File: config.mk
export PLATFORM = sky130hd
export DESIGN_NAME = axi_isolate
export DESIGN_NICKNAME = d
export VERILOG_FILES = /design/src/verilog/axi_iso_pkg.sv /design/src/verilog/chan_ctl_if.sv /design/src/verilog/pending_tracker.sv /design/src/verilog/isolate_ctrl.sv /design/src/verilog/write_gate.sv /design/src/verilog/read_gate.sv /design/src/verilog/axi_isolate.sv
export SDC_FILE = /design/constraint.sdc
export NUM_CORES = 1
export LEC_CHECK = 0
export ABC_AREA = 1
export ABC_CLOCK_PERIOD_IN_PS = 4000
export BUFFER_PORTS_ARGS = -buffer_cell sky130_fd_sc_hd__buf_2
export CAP_MARGIN = 25
export CORE_AREA = 2 2 115 117
export CTS_CLUSTER_DIAMETER = 30
export DETAILED_ROUTE_END_ITERATION = 6
export DIE_AREA = 0 0 117 119
export SYNTH_ARGS = -nofsm -noshare
export SYNTH_HDL_FRONTEND = slang
export SYNTH_HIERARCHICAL = 1
export SYNTH_SLANG_ARGS = --single-unit
File: constraint.sdc
create_clock -name clk_i -period 4 [get_ports clk_i]
set_clock_uncertainty 0.1 [all_clocks]
set_input_delay 0.2 -clock clk_i [delete_from_list [all_inputs] [get_ports clk_i]]
set_output_delay 0.2 -clock clk_i [all_outputs]
set_load 0.05 [all_outputs]
File: src/verilog/axi_iso_pkg.sv
////////////////////////////////////////
// Shared widths, pending limit, vector types
// and the isolation state encoding
////////////////////////////////////////

package axi_iso_pkg;

  ////////////////////////////////////////
  // Channel field widths
  ////////////////////////////////////////

  localparam int ID_W   = 4;
  localparam int ADDR_W = 16;
  localparam int DATA_W = 32;
  localparam int LEN_W  = 8;
  localparam int RESP_W = 2;

  // Max open transactions per counter
  localparam int PENDING_MAX = 4;
  // Counter must hold 0 up to PENDING_MAX inclusive
  localparam int CNT_W = $clog2(PENDING_MAX + 1);

  ////////////////////////////////////////
  // Vector types
  ////////////////////////////////////////

  typedef logic [ID_W-1:0]     id_t;
  typedef logic [ADDR_W-1:0]   addr_t;
  typedef logic [DATA_W-1:0]   data_t;
  typedef logic [DATA_W/8-1:0] strb_t;
  typedef logic [LEN_W-1:0]    len_t;
  typedef logic [RESP_W-1:0]   resp_t;
  typedef logic [CNT_W-1:0]    cnt_t;

  // Per-direction isolation FSM
  typedef enum logic [1:0] {
    NORMAL,
    HOLD,
    DRAIN,
    ISOLATE
  } iso_state_e;

endpackage

File: src/verilog/chan_ctl_if.sv
////////////////////////////////////////
// Control bundle for one direction
////////////////////////////////////////

interface chan_ctl_if;

  // Commands from the isolation FSM
  logic addr_pass;
  logic addr_hold;
  logic cut_all;

  // Master-side handshake events from the gate
  logic addr_fire;
  logic data_last_fire;
  logic resp_fire;

  // Counter flags
  logic at_limit;
  logic addr_zero;
  logic w_open;

  modport ctrl (
    output addr_pass, addr_hold, cut_all,
    input  at_limit, addr_zero
  );

  modport gate (
    input  addr_pass, addr_hold, cut_all, w_open,
    output addr_fire, data_last_fire, resp_fire
  );

  modport count (
    input  addr_fire, data_last_fire, resp_fire,
    output at_limit, addr_zero, w_open
  );

endinterface

File: src/verilog/pending_tracker.sv
////////////////////////////////////////
// In-flight counters for AW, W and AR
////////////////////////////////////////

module pending_tracker (
  input logic       clk_i,
  input logic       reset_i,
  chan_ctl_if.count wr_cnt,
  chan_ctl_if.count rd_cnt
);

  // Open write bursts, AW accepted and no B yet
  axi_iso_pkg::cnt_t aw_cnt_q;
  // Write bursts still owing their last W beat
  axi_iso_pkg::cnt_t w_cnt_q;
  // Open read bursts, AR accepted and no last R yet
  axi_iso_pkg::cnt_t ar_cnt_q;

  // Up/down step, simultaneous inc and dec cancel out
  function automatic axi_iso_pkg::cnt_t step(
    input axi_iso_pkg::cnt_t cnt,
    input logic              inc,
    input logic              dec
  );
    axi_iso_pkg::cnt_t nxt;
    nxt = cnt;
    if (inc && !dec) begin
      nxt = cnt + axi_iso_pkg::cnt_t'(1);
    end else if (dec && !inc) begin
      nxt = cnt - axi_iso_pkg::cnt_t'(1);
    end
    return nxt;
  endfunction

  ////////////////////////////////////////
  // Counter registers
  ////////////////////////////////////////

  always_ff @(posedge clk_i) begin
    if (reset_i) begin
      aw_cnt_q <= '0;
      w_cnt_q  <= '0;
      ar_cnt_q <= '0;
    end else begin
      aw_cnt_q <= step(aw_cnt_q, wr_cnt.addr_fire, wr_cnt.resp_fire);
      w_cnt_q  <= step(w_cnt_q, wr_cnt.addr_fire, wr_cnt.data_last_fire);
      ar_cnt_q <= step(ar_cnt_q, rd_cnt.addr_fire, rd_cnt.data_last_fire);
    end
  end

  ////////////////////////////////////////
  // Flags
  ////////////////////////////////////////

  // Either write counter full holds off AW
  assign wr_cnt.at_limit =
    (aw_cnt_q == axi_iso_pkg::cnt_t'(axi_iso_pkg::PENDING_MAX)) ||
    (w_cnt_q == axi_iso_pkg::cnt_t'(axi_iso_pkg::PENDING_MAX));
  assign rd_cnt.at_limit =
    (ar_cnt_q == axi_iso_pkg::cnt_t'(axi_iso_pkg::PENDING_MAX));

  // B only follows the last W, so AW at zero means W at zero too
  assign wr_cnt.addr_zero = (aw_cnt_q == '0);
  assign rd_cnt.addr_zero = (ar_cnt_q == '0);

  // An AW firing this cycle opens W right away
  assign wr_cnt.w_open = (w_cnt_q != '0) || wr_cnt.addr_fire;
  // No data channel to open on the read side
  assign rd_cnt.w_open = 1'b0;

endmodule

File: src/verilog/isolate_ctrl.sv
////////////////////////////////////////
// Write and read isolation FSMs with the
// isolated status output
////////////////////////////////////////

module isolate_ctrl (
  input  logic     clk_i,
  input  logic     reset_i,
  input  logic     isolate_i,
  chan_ctl_if.ctrl wr_ctl,
  chan_ctl_if.ctrl rd_ctl,
  input  logic     slv_aw_valid_i,
  input  logic     slv_ar_valid_i,
  input  logic     mst_aw_ready_i,
  input  logic     mst_ar_ready_i,
  output logic     isolated_o
);

  axi_iso_pkg::iso_state_e wr_state_q;
  axi_iso_pkg::iso_state_e rd_state_q;
  axi_iso_pkg::iso_state_e wr_state_d;
  axi_iso_pkg::iso_state_e rd_state_d;

  ////////////////////////////////////////
  // Next-state logic, same for both sides
  ////////////////////////////////////////

  function automatic axi_iso_pkg::iso_state_e next_state(
    input axi_iso_pkg::iso_state_e state,
    input logic                    isolate,
    input logic                    at_limit,
    input logic                    addr_zero,
    input logic                    slv_valid,
    input logic                    mst_ready
  );
    axi_iso_pkg::iso_state_e nxt;
    nxt = state;
    case (state)
      axi_iso_pkg::NORMAL: begin
        if (at_limit) begin
          // Address cut, nothing can be left hanging
          if (isolate) begin
            nxt = axi_iso_pkg::DRAIN;
          end
        end else if (slv_valid && !mst_ready) begin
          // Request seen downstream, keep valid up until taken
          nxt = axi_iso_pkg::HOLD;
        end else if (isolate) begin
          nxt = axi_iso_pkg::DRAIN;
        end
      end
      axi_iso_pkg::HOLD: begin
        if (mst_ready) begin
          nxt = isolate ? axi_iso_pkg::DRAIN : axi_iso_pkg::NORMAL;
        end
      end
      axi_iso_pkg::DRAIN: begin
        // Wait for every open burst to finish
        if (addr_zero) begin
          nxt = axi_iso_pkg::ISOLATE;
        end
      end
      axi_iso_pkg::ISOLATE: begin
        if (!isolate) begin
          nxt = axi_iso_pkg::NORMAL;
        end
      end
      default: begin
        nxt = axi_iso_pkg::ISOLATE;
      end
    endcase
    return nxt;
  endfunction

  assign wr_state_d = next_state(wr_state_q, isolate_i, wr_ctl.at_limit,
                                 wr_ctl.addr_zero, slv_aw_valid_i, mst_aw_ready_i);
  assign rd_state_d = next_state(rd_state_q, isolate_i, rd_ctl.at_limit,
                                 rd_ctl.addr_zero, slv_ar_valid_i, mst_ar_ready_i);

  // Both sides come out of reset isolated
  always_ff @(posedge clk_i) begin
    if (reset_i) begin
      wr_state_q <= axi_iso_pkg::ISOLATE;
      rd_state_q <= axi_iso_pkg::ISOLATE;
    end else begin
      wr_state_q <= wr_state_d;
      rd_state_q <= rd_state_d;
    end
  end

  ////////////////////////////////////////
  // Commands to the gates
  ////////////////////////////////////////

  // Write side
  assign wr_ctl.addr_pass = ((wr_state_q == axi_iso_pkg::NORMAL) && !wr_ctl.at_limit) ||
                            (wr_state_q == axi_iso_pkg::HOLD);
  assign wr_ctl.addr_hold = (wr_state_q == axi_iso_pkg::HOLD);
  assign wr_ctl.cut_all   = (wr_state_q == axi_iso_pkg::ISOLATE);

  // Read side
  assign rd_ctl.addr_pass = ((rd_state_q == axi_iso_pkg::NORMAL) && !rd_ctl.at_limit) ||
                            (rd_state_q == axi_iso_pkg::HOLD);
  assign rd_ctl.addr_hold = (rd_state_q == axi_iso_pkg::HOLD);
  assign rd_ctl.cut_all   = (rd_state_q == axi_iso_pkg::ISOLATE);

  // Isolated only once both directions are fully drained
  assign isolated_o = (wr_state_q == axi_iso_pkg::ISOLATE) &&
                      (rd_state_q == axi_iso_pkg::ISOLATE);

endmodule

File: src/verilog/write_gate.sv
////////////////////////////////////////
// AW, W and B gating with event reporting
////////////////////////////////////////

module write_gate (
  // AW
  input  logic               slv_aw_valid_i,
  output logic               slv_aw_ready_o,
  input  axi_iso_pkg::id_t   slv_aw_id_i,
  input  axi_iso_pkg::addr_t slv_aw_addr_i,
  input  axi_iso_pkg::len_t  slv_aw_len_i,
  output logic               mst_aw_valid_o,
  input  logic               mst_aw_ready_i,
  output axi_iso_pkg::id_t   mst_aw_id_o,
  output axi_iso_pkg::addr_t mst_aw_addr_o,
  output axi_iso_pkg::len_t  mst_aw_len_o,
  // W
  input  logic               slv_w_valid_i,
  output logic               slv_w_ready_o,
  input  axi_iso_pkg::data_t slv_w_data_i,
  input  axi_iso_pkg::strb_t slv_w_strb_i,
  input  logic               slv_w_last_i,
  output logic               mst_w_valid_o,
  input  logic               mst_w_ready_i,
  output axi_iso_pkg::data_t mst_w_data_o,
  output axi_iso_pkg::strb_t mst_w_strb_o,
  output logic               mst_w_last_o,
  // B
  output logic               slv_b_valid_o,
  input  logic               slv_b_ready_i,
  output axi_iso_pkg::id_t   slv_b_id_o,
  output axi_iso_pkg::resp_t slv_b_resp_o,
  input  logic               mst_b_valid_i,
  output logic               mst_b_ready_o,
  input  axi_iso_pkg::id_t   mst_b_id_i,
  input  axi_iso_pkg::resp_t mst_b_resp_i,
  chan_ctl_if.gate           ctl
);

  // AW, HOLD forces valid while ready stays connected
  assign mst_aw_valid_o = ctl.addr_hold || (ctl.addr_pass && slv_aw_valid_i);
  assign slv_aw_ready_o = ctl.addr_pass && mst_aw_ready_i;
  assign mst_aw_id_o    = ctl.addr_pass ? slv_aw_id_i : '0;
  assign mst_aw_addr_o  = ctl.addr_pass ? slv_aw_addr_i : '0;
  assign mst_aw_len_o   = ctl.addr_pass ? slv_aw_len_i : '0;

  // W flows only for bursts whose AW has gone out
  assign mst_w_valid_o = ctl.w_open && slv_w_valid_i;
  assign slv_w_ready_o = ctl.w_open && mst_w_ready_i;
  assign mst_w_data_o  = ctl.w_open ? slv_w_data_i : '0;
  assign mst_w_strb_o  = ctl.w_open ? slv_w_strb_i : '0;
  assign mst_w_last_o  = ctl.w_open && slv_w_last_i;

  // B cut while isolated
  assign slv_b_valid_o = !ctl.cut_all && mst_b_valid_i;
  assign mst_b_ready_o = !ctl.cut_all && slv_b_ready_i;
  assign slv_b_id_o    = ctl.cut_all ? '0 : mst_b_id_i;
  assign slv_b_resp_o  = ctl.cut_all ? '0 : mst_b_resp_i;

  // Master-side handshakes for the counters
  assign ctl.addr_fire      = mst_aw_valid_o && mst_aw_ready_i;
  assign ctl.data_last_fire = mst_w_valid_o && mst_w_ready_i && mst_w_last_o;
  assign ctl.resp_fire      = mst_b_valid_i && mst_b_ready_o;

endmodule

File: src/verilog/read_gate.sv
////////////////////////////////////////
// AR and R gating with event reporting
////////////////////////////////////////

module read_gate (
  // AR
  input  logic               slv_ar_valid_i,
  output logic               slv_ar_ready_o,
  input  axi_iso_pkg::id_t   slv_ar_id_i,
  input  axi_iso_pkg::addr_t slv_ar_addr_i,
  input  axi_iso_pkg::len_t  slv_ar_len_i,
  output logic               mst_ar_valid_o,
  input  logic               mst_ar_ready_i,
  output axi_iso_pkg::id_t   mst_ar_id_o,
  output axi_iso_pkg::addr_t mst_ar_addr_o,
  output axi_iso_pkg::len_t  mst_ar_len_o,
  // R
  output logic               slv_r_valid_o,
  input  logic               slv_r_ready_i,
  output axi_iso_pkg::id_t   slv_r_id_o,
  output axi_iso_pkg::data_t slv_r_data_o,
  output axi_iso_pkg::resp_t slv_r_resp_o,
  output logic               slv_r_last_o,
  input  logic               mst_r_valid_i,
  output logic               mst_r_ready_o,
  input  axi_iso_pkg::id_t   mst_r_id_i,
  input  axi_iso_pkg::data_t mst_r_data_i,
  input  axi_iso_pkg::resp_t mst_r_resp_i,
  input  logic               mst_r_last_i,
  chan_ctl_if.gate           ctl
);

  // AR, same pass and hold rules as AW
  assign mst_ar_valid_o = ctl.addr_hold || (ctl.addr_pass && slv_ar_valid_i);
  assign slv_ar_ready_o = ctl.addr_pass && mst_ar_ready_i;
  assign mst_ar_id_o    = ctl.addr_pass ? slv_ar_id_i : '0;
  assign mst_ar_addr_o  = ctl.addr_pass ? slv_ar_addr_i : '0;
  assign mst_ar_len_o   = ctl.addr_pass ? slv_ar_len_i : '0;

  // R cut while isolated
  assign slv_r_valid_o = !ctl.cut_all && mst_r_valid_i;
  assign mst_r_ready_o = !ctl.cut_all && slv_r_ready_i;
  assign slv_r_id_o    = ctl.cut_all ? '0 : mst_r_id_i;
  assign slv_r_data_o  = ctl.cut_all ? '0 : mst_r_data_i;
  assign slv_r_resp_o  = ctl.cut_all ? '0 : mst_r_resp_i;
  assign slv_r_last_o  = !ctl.cut_all && mst_r_last_i;

  // Events, a read burst closes on its last R beat
  assign ctl.addr_fire      = mst_ar_valid_o && mst_ar_ready_i;
  assign ctl.data_last_fire = mst_r_valid_i && mst_r_ready_o && mst_r_last_i;
  // No B on the read side
  assign ctl.resp_fire      = 1'b0;

endmodule

File: src/verilog/axi_isolate.sv
////////////////////////////////////////
// AXI4 isolator top level
////////////////////////////////////////

module axi_isolate (
  input  logic               clk_i,
  input  logic               reset_i,
  input  logic               isolate_i,
  output logic               isolated_o,
  // Slave side, from the upstream manager
  input  logic               slv_aw_valid_i,
  output logic               slv_aw_ready_o,
  input  axi_iso_pkg::id_t   slv_aw_id_i,
  input  axi_iso_pkg::addr_t slv_aw_addr_i,
  input  axi_iso_pkg::len_t  slv_aw_len_i,
  input  logic               slv_w_valid_i,
  output logic               slv_w_ready_o,
  input  axi_iso_pkg::data_t slv_w_data_i,
  input  axi_iso_pkg::strb_t slv_w_strb_i,
  input  logic               slv_w_last_i,
  output logic               slv_b_valid_o,
  input  logic               slv_b_ready_i,
  output axi_iso_pkg::id_t   slv_b_id_o,
  output axi_iso_pkg::resp_t slv_b_resp_o,
  input  logic               slv_ar_valid_i,
  output logic               slv_ar_ready_o,
  input  axi_iso_pkg::id_t   slv_ar_id_i,
  input  axi_iso_pkg::addr_t slv_ar_addr_i,
  input  axi_iso_pkg::len_t  slv_ar_len_i,
  output logic               slv_r_valid_o,
  input  logic               slv_r_ready_i,
  output axi_iso_pkg::id_t   slv_r_id_o,
  output axi_iso_pkg::data_t slv_r_data_o,
  output axi_iso_pkg::resp_t slv_r_resp_o,
  output logic               slv_r_last_o,
  // Master side, to the downstream subordinate
  output logic               mst_aw_valid_o,
  input  logic               mst_aw_ready_i,
  output axi_iso_pkg::id_t   mst_aw_id_o,
  output axi_iso_pkg::addr_t mst_aw_addr_o,
  output axi_iso_pkg::len_t  mst_aw_len_o,
  output logic               mst_w_valid_o,
  input  logic               mst_w_ready_i,
  output axi_iso_pkg::data_t mst_w_data_o,
  output axi_iso_pkg::strb_t mst_w_strb_o,
  output logic               mst_w_last_o,
  input  logic               mst_b_valid_i,
  output logic               mst_b_ready_o,
  input  axi_iso_pkg::id_t   mst_b_id_i,
  input  axi_iso_pkg::resp_t mst_b_resp_i,
  output logic               mst_ar_valid_o,
  input  logic               mst_ar_ready_i,
  output axi_iso_pkg::id_t   mst_ar_id_o,
  output axi_iso_pkg::addr_t mst_ar_addr_o,
  output axi_iso_pkg::len_t  mst_ar_len_o,
  input  logic               mst_r_valid_i,
  output logic               mst_r_ready_o,
  input  axi_iso_pkg::id_t   mst_r_id_i,
  input  axi_iso_pkg::data_t mst_r_data_i,
  input  axi_iso_pkg::resp_t mst_r_resp_i,
  input  logic               mst_r_last_i
);

  // One control bundle per direction
  chan_ctl_if wr_ctl ();
  chan_ctl_if rd_ctl ();

  ////////////////////////////////////////
  // Control and counting
  ////////////////////////////////////////

  pending_tracker i_tracker (
    .clk_i,
    .reset_i,
    .wr_cnt (wr_ctl),
    .rd_cnt (rd_ctl)
  );

  // Address valids and readys are taken straight from the top ports
  isolate_ctrl i_ctrl (
    .*,
    .wr_ctl (wr_ctl),
    .rd_ctl (rd_ctl)
  );

  ////////////////////////////////////////
  // Channel gates
  ////////////////////////////////////////

  // Port names match the top level one to one
  write_gate i_write_gate (
    .*,
    .ctl (wr_ctl)
  );

  read_gate i_read_gate (
    .*,
    .ctl (rd_ctl)
  );

endmodule

# ---- Word-level counts from Yosys, hierarchy flattened
# Cells that the tools add are included.
dict set report word_totals {
  output_inout_bits 149
  elab_cells 116
  regBits 13
}
dict set report op_classes {
  eq_ne 15
  n_addsub 6
  mux 33
  reduce_logical 57
}
# op n
set ops {}
lappend ops {{$mux W32} 2}
lappend ops {{$mux W16} 2}
lappend ops {{$logic_and A1 B1 Y1} 30}
lappend ops {{$mux W2} 14}
lappend ops {{$mux W4} 5}
lappend ops {{$mux W3} 6}
lappend ops {{$mux W8} 2}
lappend ops {{$pmux W2 S4} 2}
lappend ops {{$logic_not A1 Y1} 11}
lappend ops {{$add A3 B1 Y3 const B} 3}
lappend ops {{$eq A3 B3 Y1 const B} 3}
lappend ops {{$sub A3 B1 Y3 const B} 3}
lappend ops {{$eq A2 B2 Y1 const B} 4}
lappend ops {{$ne A2 B2 Y1 const B} 4}
lappend ops {{$logic_not A3 Y1} 2}
lappend ops {{$logic_or A1 B1 Y1} 6}
lappend ops {{$reduce_and A3 Y1} 2}
lappend ops {{$reduce_bool A2 Y1} 3}
lappend ops {{$eq A2 B1 Y1 const B} 2}
lappend ops {{$logic_not A2 Y1} 2}
lappend ops {{$ne A2 B1 Y1 const B} 2}
lappend ops {{$reduce_bool A3 Y1} 1}

# ---- Logic depth before layout (Yosys ltp)
dict set report depth {
  word_depth 15
  ltp_mapped 23
  ltp_nobuf 21
}

# ---- Modules after synthesis
# Netlist, hierarchy kept.
# module instances cells_per_inst seq_area_each_um2 area_each_um2
set modules_own_cells {}
lappend modules_own_cells {write_gate 1 169 0.0 656.9}
lappend modules_own_cells {read_gate 1 158 0.0 638.1}
lappend modules_own_cells {pending_tracker 1 81 180.2 576.8}
lappend modules_own_cells {isolate_ctrl 1 64 80.1 337.8}

# ---- Least setup slack after synthesis
# Ideal clock, no wire load.
dict set report synth_path {
  kind {register -> register}
  from {register i_tracker.w_cnt_q[0]}
  to {register i_tracker.w_cnt_q[1]}
  stages_incl_launch_ff 20
  required_time_ns 3.784
  period_less_slack_ns 2.777
  arrival_time_ns 2.561
  slack_ns 1.223
  setup_ns 0.116
  path_cell_list {dfxtp_1 or2_1 inv_1 nand2_1 o31ai_1 a21oi_1 buf_4 nand2_1 a21oi_1 nor2_1 nand2_1 buf_4 nand2_1 nor2_1 inv_1 ha_1 inv_2 fa_1 o21ai_0 nor2_1}
}
dict set report synth_via {
  elab_chain_len 15
}
# item line
set synth_lines {}
lappend synth_lines {{start: declaration} pending_tracker.sv:15} ;# axi_iso_pkg::cnt_t w_cnt_q;
lappend synth_lines {{start signal: assignment} pending_tracker.sv:46} ;# w_cnt_q <= step(w_cnt_q, wr_cnt.addr_fire, wr_cnt.data_last_fire);
lappend synth_lines {{$eq A3 B3 Y1 *} pending_tracker.sv:58} ;# (w_cnt_q == axi_iso_pkg::cnt_t'(axi_iso_pkg::PENDING_MAX));
lappend synth_lines {{$logic_or A1 B1 Y1 *} pending_tracker.sv:57} ;# (aw_cnt_q == axi_iso_pkg::cnt_t'(axi_iso_pkg::PENDING_MAX)) ||
lappend synth_lines {{named net wr_ctl.at_limit} chan_ctl_if.sv:18} ;# logic at_limit;
lappend synth_lines {{$logic_not A1 Y1 *} isolate_ctrl.sv:96} ;# assign wr_ctl.addr_pass = ((wr_state_q == axi_iso_pkg::NORMAL) && !wr_ctl.at_limit) ||
lappend synth_lines {{$logic_and A1 B1 Y1 *} isolate_ctrl.sv:96}
lappend synth_lines {{$logic_or A1 B1 Y1 *} isolate_ctrl.sv:96}
lappend synth_lines {{named net wr_ctl.addr_pass} chan_ctl_if.sv:8} ;# logic addr_pass;
lappend synth_lines {{$logic_and A1 B1 Y1 *} write_gate.sv:41} ;# assign mst_aw_valid_o = ctl.addr_hold || (ctl.addr_pass && slv_aw_valid_i);
lappend synth_lines {{[2 not listed]} n/a}
lappend synth_lines {{named net wr_ctl.addr_fire} chan_ctl_if.sv:13} ;# logic addr_fire;
lappend synth_lines {{[1 not listed]} n/a}
lappend synth_lines {{named net wr_ctl.w_open} chan_ctl_if.sv:20} ;# logic w_open;
lappend synth_lines {{$logic_and A1 B1 Y1} write_gate.sv:48} ;# assign mst_w_valid_o = ctl.w_open && slv_w_valid_i;
lappend synth_lines {{$logic_and A1 B1 Y1} write_gate.sv:62} ;# assign ctl.data_last_fire = mst_w_valid_o && mst_w_ready_i && mst_w_last_o;
lappend synth_lines {{$logic_and A1 B1 Y1 *} write_gate.sv:62}
lappend synth_lines {{named net wr_ctl.data_last_fire} chan_ctl_if.sv:14} ;# logic data_last_fire;
lappend synth_lines {{$logic_not A1 Y1} pending_tracker.sv:27} ;# if (inc && !dec) begin
lappend synth_lines {{$logic_and A1 B1 Y1} pending_tracker.sv:27}
lappend synth_lines {{$mux W3 or $reduce_bool A2 Y1 (tied branches)} n/a}
# Mark *: on every way through the listed nets, which the timed path passes. The rest lies on a longest branch. The select of a mux whose other input is x is not followed.
# A chain may end at the register's enable or synchronous reset.

# ---- Final worst setup path
dict set report layout_path {
  from {register i_tracker.w_cnt_q[0]}
  to {output port mst_w_data_o[14]}
}
dict set report layout_via {
  elab_chain_len 10
}
# item line
set layout_lines {}
lappend layout_lines {{$eq A3 B3 Y1} pending_tracker.sv:58}
lappend layout_lines {{$logic_or A1 B1 Y1} pending_tracker.sv:57}
lappend layout_lines {{named net wr_ctl.at_limit} chan_ctl_if.sv:18}
lappend layout_lines {{$logic_not A1 Y1} isolate_ctrl.sv:96}
lappend layout_lines {{$logic_and A1 B1 Y1} isolate_ctrl.sv:96}
lappend layout_lines {{$logic_or A1 B1 Y1} isolate_ctrl.sv:96}
lappend layout_lines {{named net wr_ctl.addr_pass} chan_ctl_if.sv:8}
lappend layout_lines {{$logic_and A1 B1 Y1} write_gate.sv:41}
lappend layout_lines {{$logic_or A1 B1 Y1} write_gate.sv:41}
lappend layout_lines {{$logic_and A1 B1 Y1} write_gate.sv:61} ;# assign ctl.addr_fire = mst_aw_valid_o && mst_aw_ready_i;
lappend layout_lines {{named net wr_ctl.addr_fire} chan_ctl_if.sv:13}
lappend layout_lines {{$logic_or A1 B1 Y1} pending_tracker.sv:67} ;# assign wr_cnt.w_open = (w_cnt_q != '0) || wr_cnt.addr_fire;
lappend layout_lines {{named net wr_ctl.w_open} chan_ctl_if.sv:20}
lappend layout_lines {{$mux W32} write_gate.sv:50} ;# assign mst_w_data_o = ctl.w_open ? slv_w_data_i : '0;
lappend layout_lines {{end: declaration} axi_isolate.sv:44} ;# output axi_iso_pkg::data_t mst_w_data_o,
# The timed path passes the listed nets, and every way through them passes these cells.

==> impl_results.md <==
- Hold Fails Final Rpt: 0
- I/O Buffers: 299
- GR Overflow Total: 0
- Clock Path Buffers: 2
- Cts repair resizes: 0
- Avg Vias per Cell: 3.58
- Antenna violations before repair: 1
- Drt first pass iters: 4
- Sink Count: 13
- Crit path DAT: 2.42 ns
- Total Neg Setup Slack: 0 ns
- Finished Cell Area: around 0.004 mm²
- Total I/O pin count: 300
- Horiz. Die Dim: ~120 µm
- Dpl hpwl: approximately 7300 µm
- Core area: around 0.013 mm²
- Synth warn: 6
- Site Rows: 42
- Die Y: 119 µm
- Final slew viol count: 0
- Worst-Skew Late Latency: approximately 0.24 ns
- Fmax: between 300 and 400 MHz
- Root Buffer: clkbuf_16
- DR vias: between 3000 and 4000
- CP Capture Type: output port
- Vias in the first global route: between 2000 and 3000
- Relative slew slack: 0.746
- RSZ-0062 raised after global routing: no
- Max Cap Viol: 0
- Data required, critical path: 3.70 ns
- Outcome: finished clean
- Hold Crit Class: in2reg
- Final core utilization: 0.303
- # fillers: roughly 1500
- Share of layout cells above drive strength 1: 0.422
- Initial drt markers: 142
- Cells after Synth: approximately 470
- Initial core utilization: 0.170
- Gpl congestion: about 0.76
- DP Area: 0.00382 mm²
- Die area: about 0.014 mm²
- Worst Setup Path Type: reg2out
- Worst Setup Slack, final: 1.28 ns
- Setup violation total in the final timing report: 0
- Largest net degree at the start of global routing: 42
- Residual DRC: 0
- Syn_area_per_cell: 4.67 µm²
- CP startpoint kind: flip-flop
- Tot GR Track Use: 0.108
- Final nets: about 920
- Clock-pin slew on the worst setup and hold paths: 0.04 ns
- First-pass GRT wire length: around 12000 µm
- Worst Tran Pin Value: 0.381 ns
- Ant diodes: 0
- H-tree depth: 1
- Setup Buffers After CTS: 0
- Final WL: 8390 µm
- Syn Nets: between 600 and 700
- Cts-stage hold buffer count: 0
- Tcrit/Tclk final: 0.681
- CP max FO: 38
- CTS tree: built
- Wire per inst: approximately 9 µm
- Antenna Nets Post-Route: 0
- Pre-CTS setup slack: between 1 and 1.5 ns
- Crit path time final: between 2 and 3 ns
- Area growth syn-to-layout: 78.4%
- Syn Std Cell Area: 0.00219 mm²
- TritonCTS Buffers: 3
-- cell type report --
type                    instances  area (µm²)  share of cell area
repair buffers                303        1530               0.391
well taps                     176         220              0.0564
multi-input cells             252        1110               0.285
flip-flops and latches         13         260              0.0667
clock buffers                   4        78.8              0.0202
inverters                     187         702               0.180
-- worst paths after layout --
| kind | start | to | slack [ns] | depth (start not counted) |
|---|---|---|---|---|
| setup / recovery | i_tracker/w_cnt_q[0] | mst_w_data_o[14] | 1.28 | 13 |
| hold / removal | reset_i | i_tracker/w_cnt_q[0] | 0.13 | 2 |
| setup reg to reg | i_tracker/w_cnt_q[0] | i_tracker/w_cnt_q[1] | 1.32 | 17 |
| hold reg to reg | i_tracker/w_cnt_q[1] | i_tracker/w_cnt_q[1] | 0.43 | 2 |
-- registers in the layout, summed over array words and instances, names as in the netlist --
signal / count
i_tracker/w_cnt_q: 3
i_tracker/aw_cnt_q: 3
i_ctrl/wr_state_q: 2
i_tracker/ar_cnt_q: 3
i_ctrl/rd_state_q: 2
-- worst max-delay path: stages (launching register included) --
cell     delay [ns]
dfxtp_1        0.38
or2_1          0.12
inv_1          0.05
nand2_1        0.05
o31ai_1        0.09
a21oi_2        0.17
nand2_1        0.08
a21oi_1        0.28
nor2_1         0.07
nand2_1        0.10
buf_4          0.34
nand2_1        0.13
inv_1          0.07
buf_2          0.25
-- placed cells by master (no fill, tap or decap) --
cell       instances
a21oi_1            2
or2_1              1
a21oi_2            2
nor3_1             3
nor2_2             2
clkbuf_16          3
xor2_1             3
nand3_2            1
nand3_1           12
dfxtp_1           13
inv_2              5
ha_1               3
fa_1               3
nor2_1            70
inv_1            182
buf_2            299
o21ai_0            3
nand4_1            3
nand3b_1           2
clkbuf_1           1
o31ai_1            1
buf_4              4
nand2_1          137
nand2_2            4
-- metal layers --
layer  up-vias  wire length, µm  track usage
li1       1822                -            -
met1      1366             3520        0.123
met2       150             4030        0.203
met3         6              791       0.0254
met4         0               42       0.0162
met5         -                0            0
-- through the flow --
| stage | cells | hold WS, ns |
|---|---|---|
| finish | 935 | 0.134 |
| global route | 935 | 0.158 |
| CTS | 935 | 0.136 |
| detailed placement | 931 | 0.392 |
| global placement | 931 | 0.385 |
| floorplan | 468 | 0.172 |
Power is not shown: default switching activity piles up to over one toggle a cycle in this logic, so the estimate is an artifact.
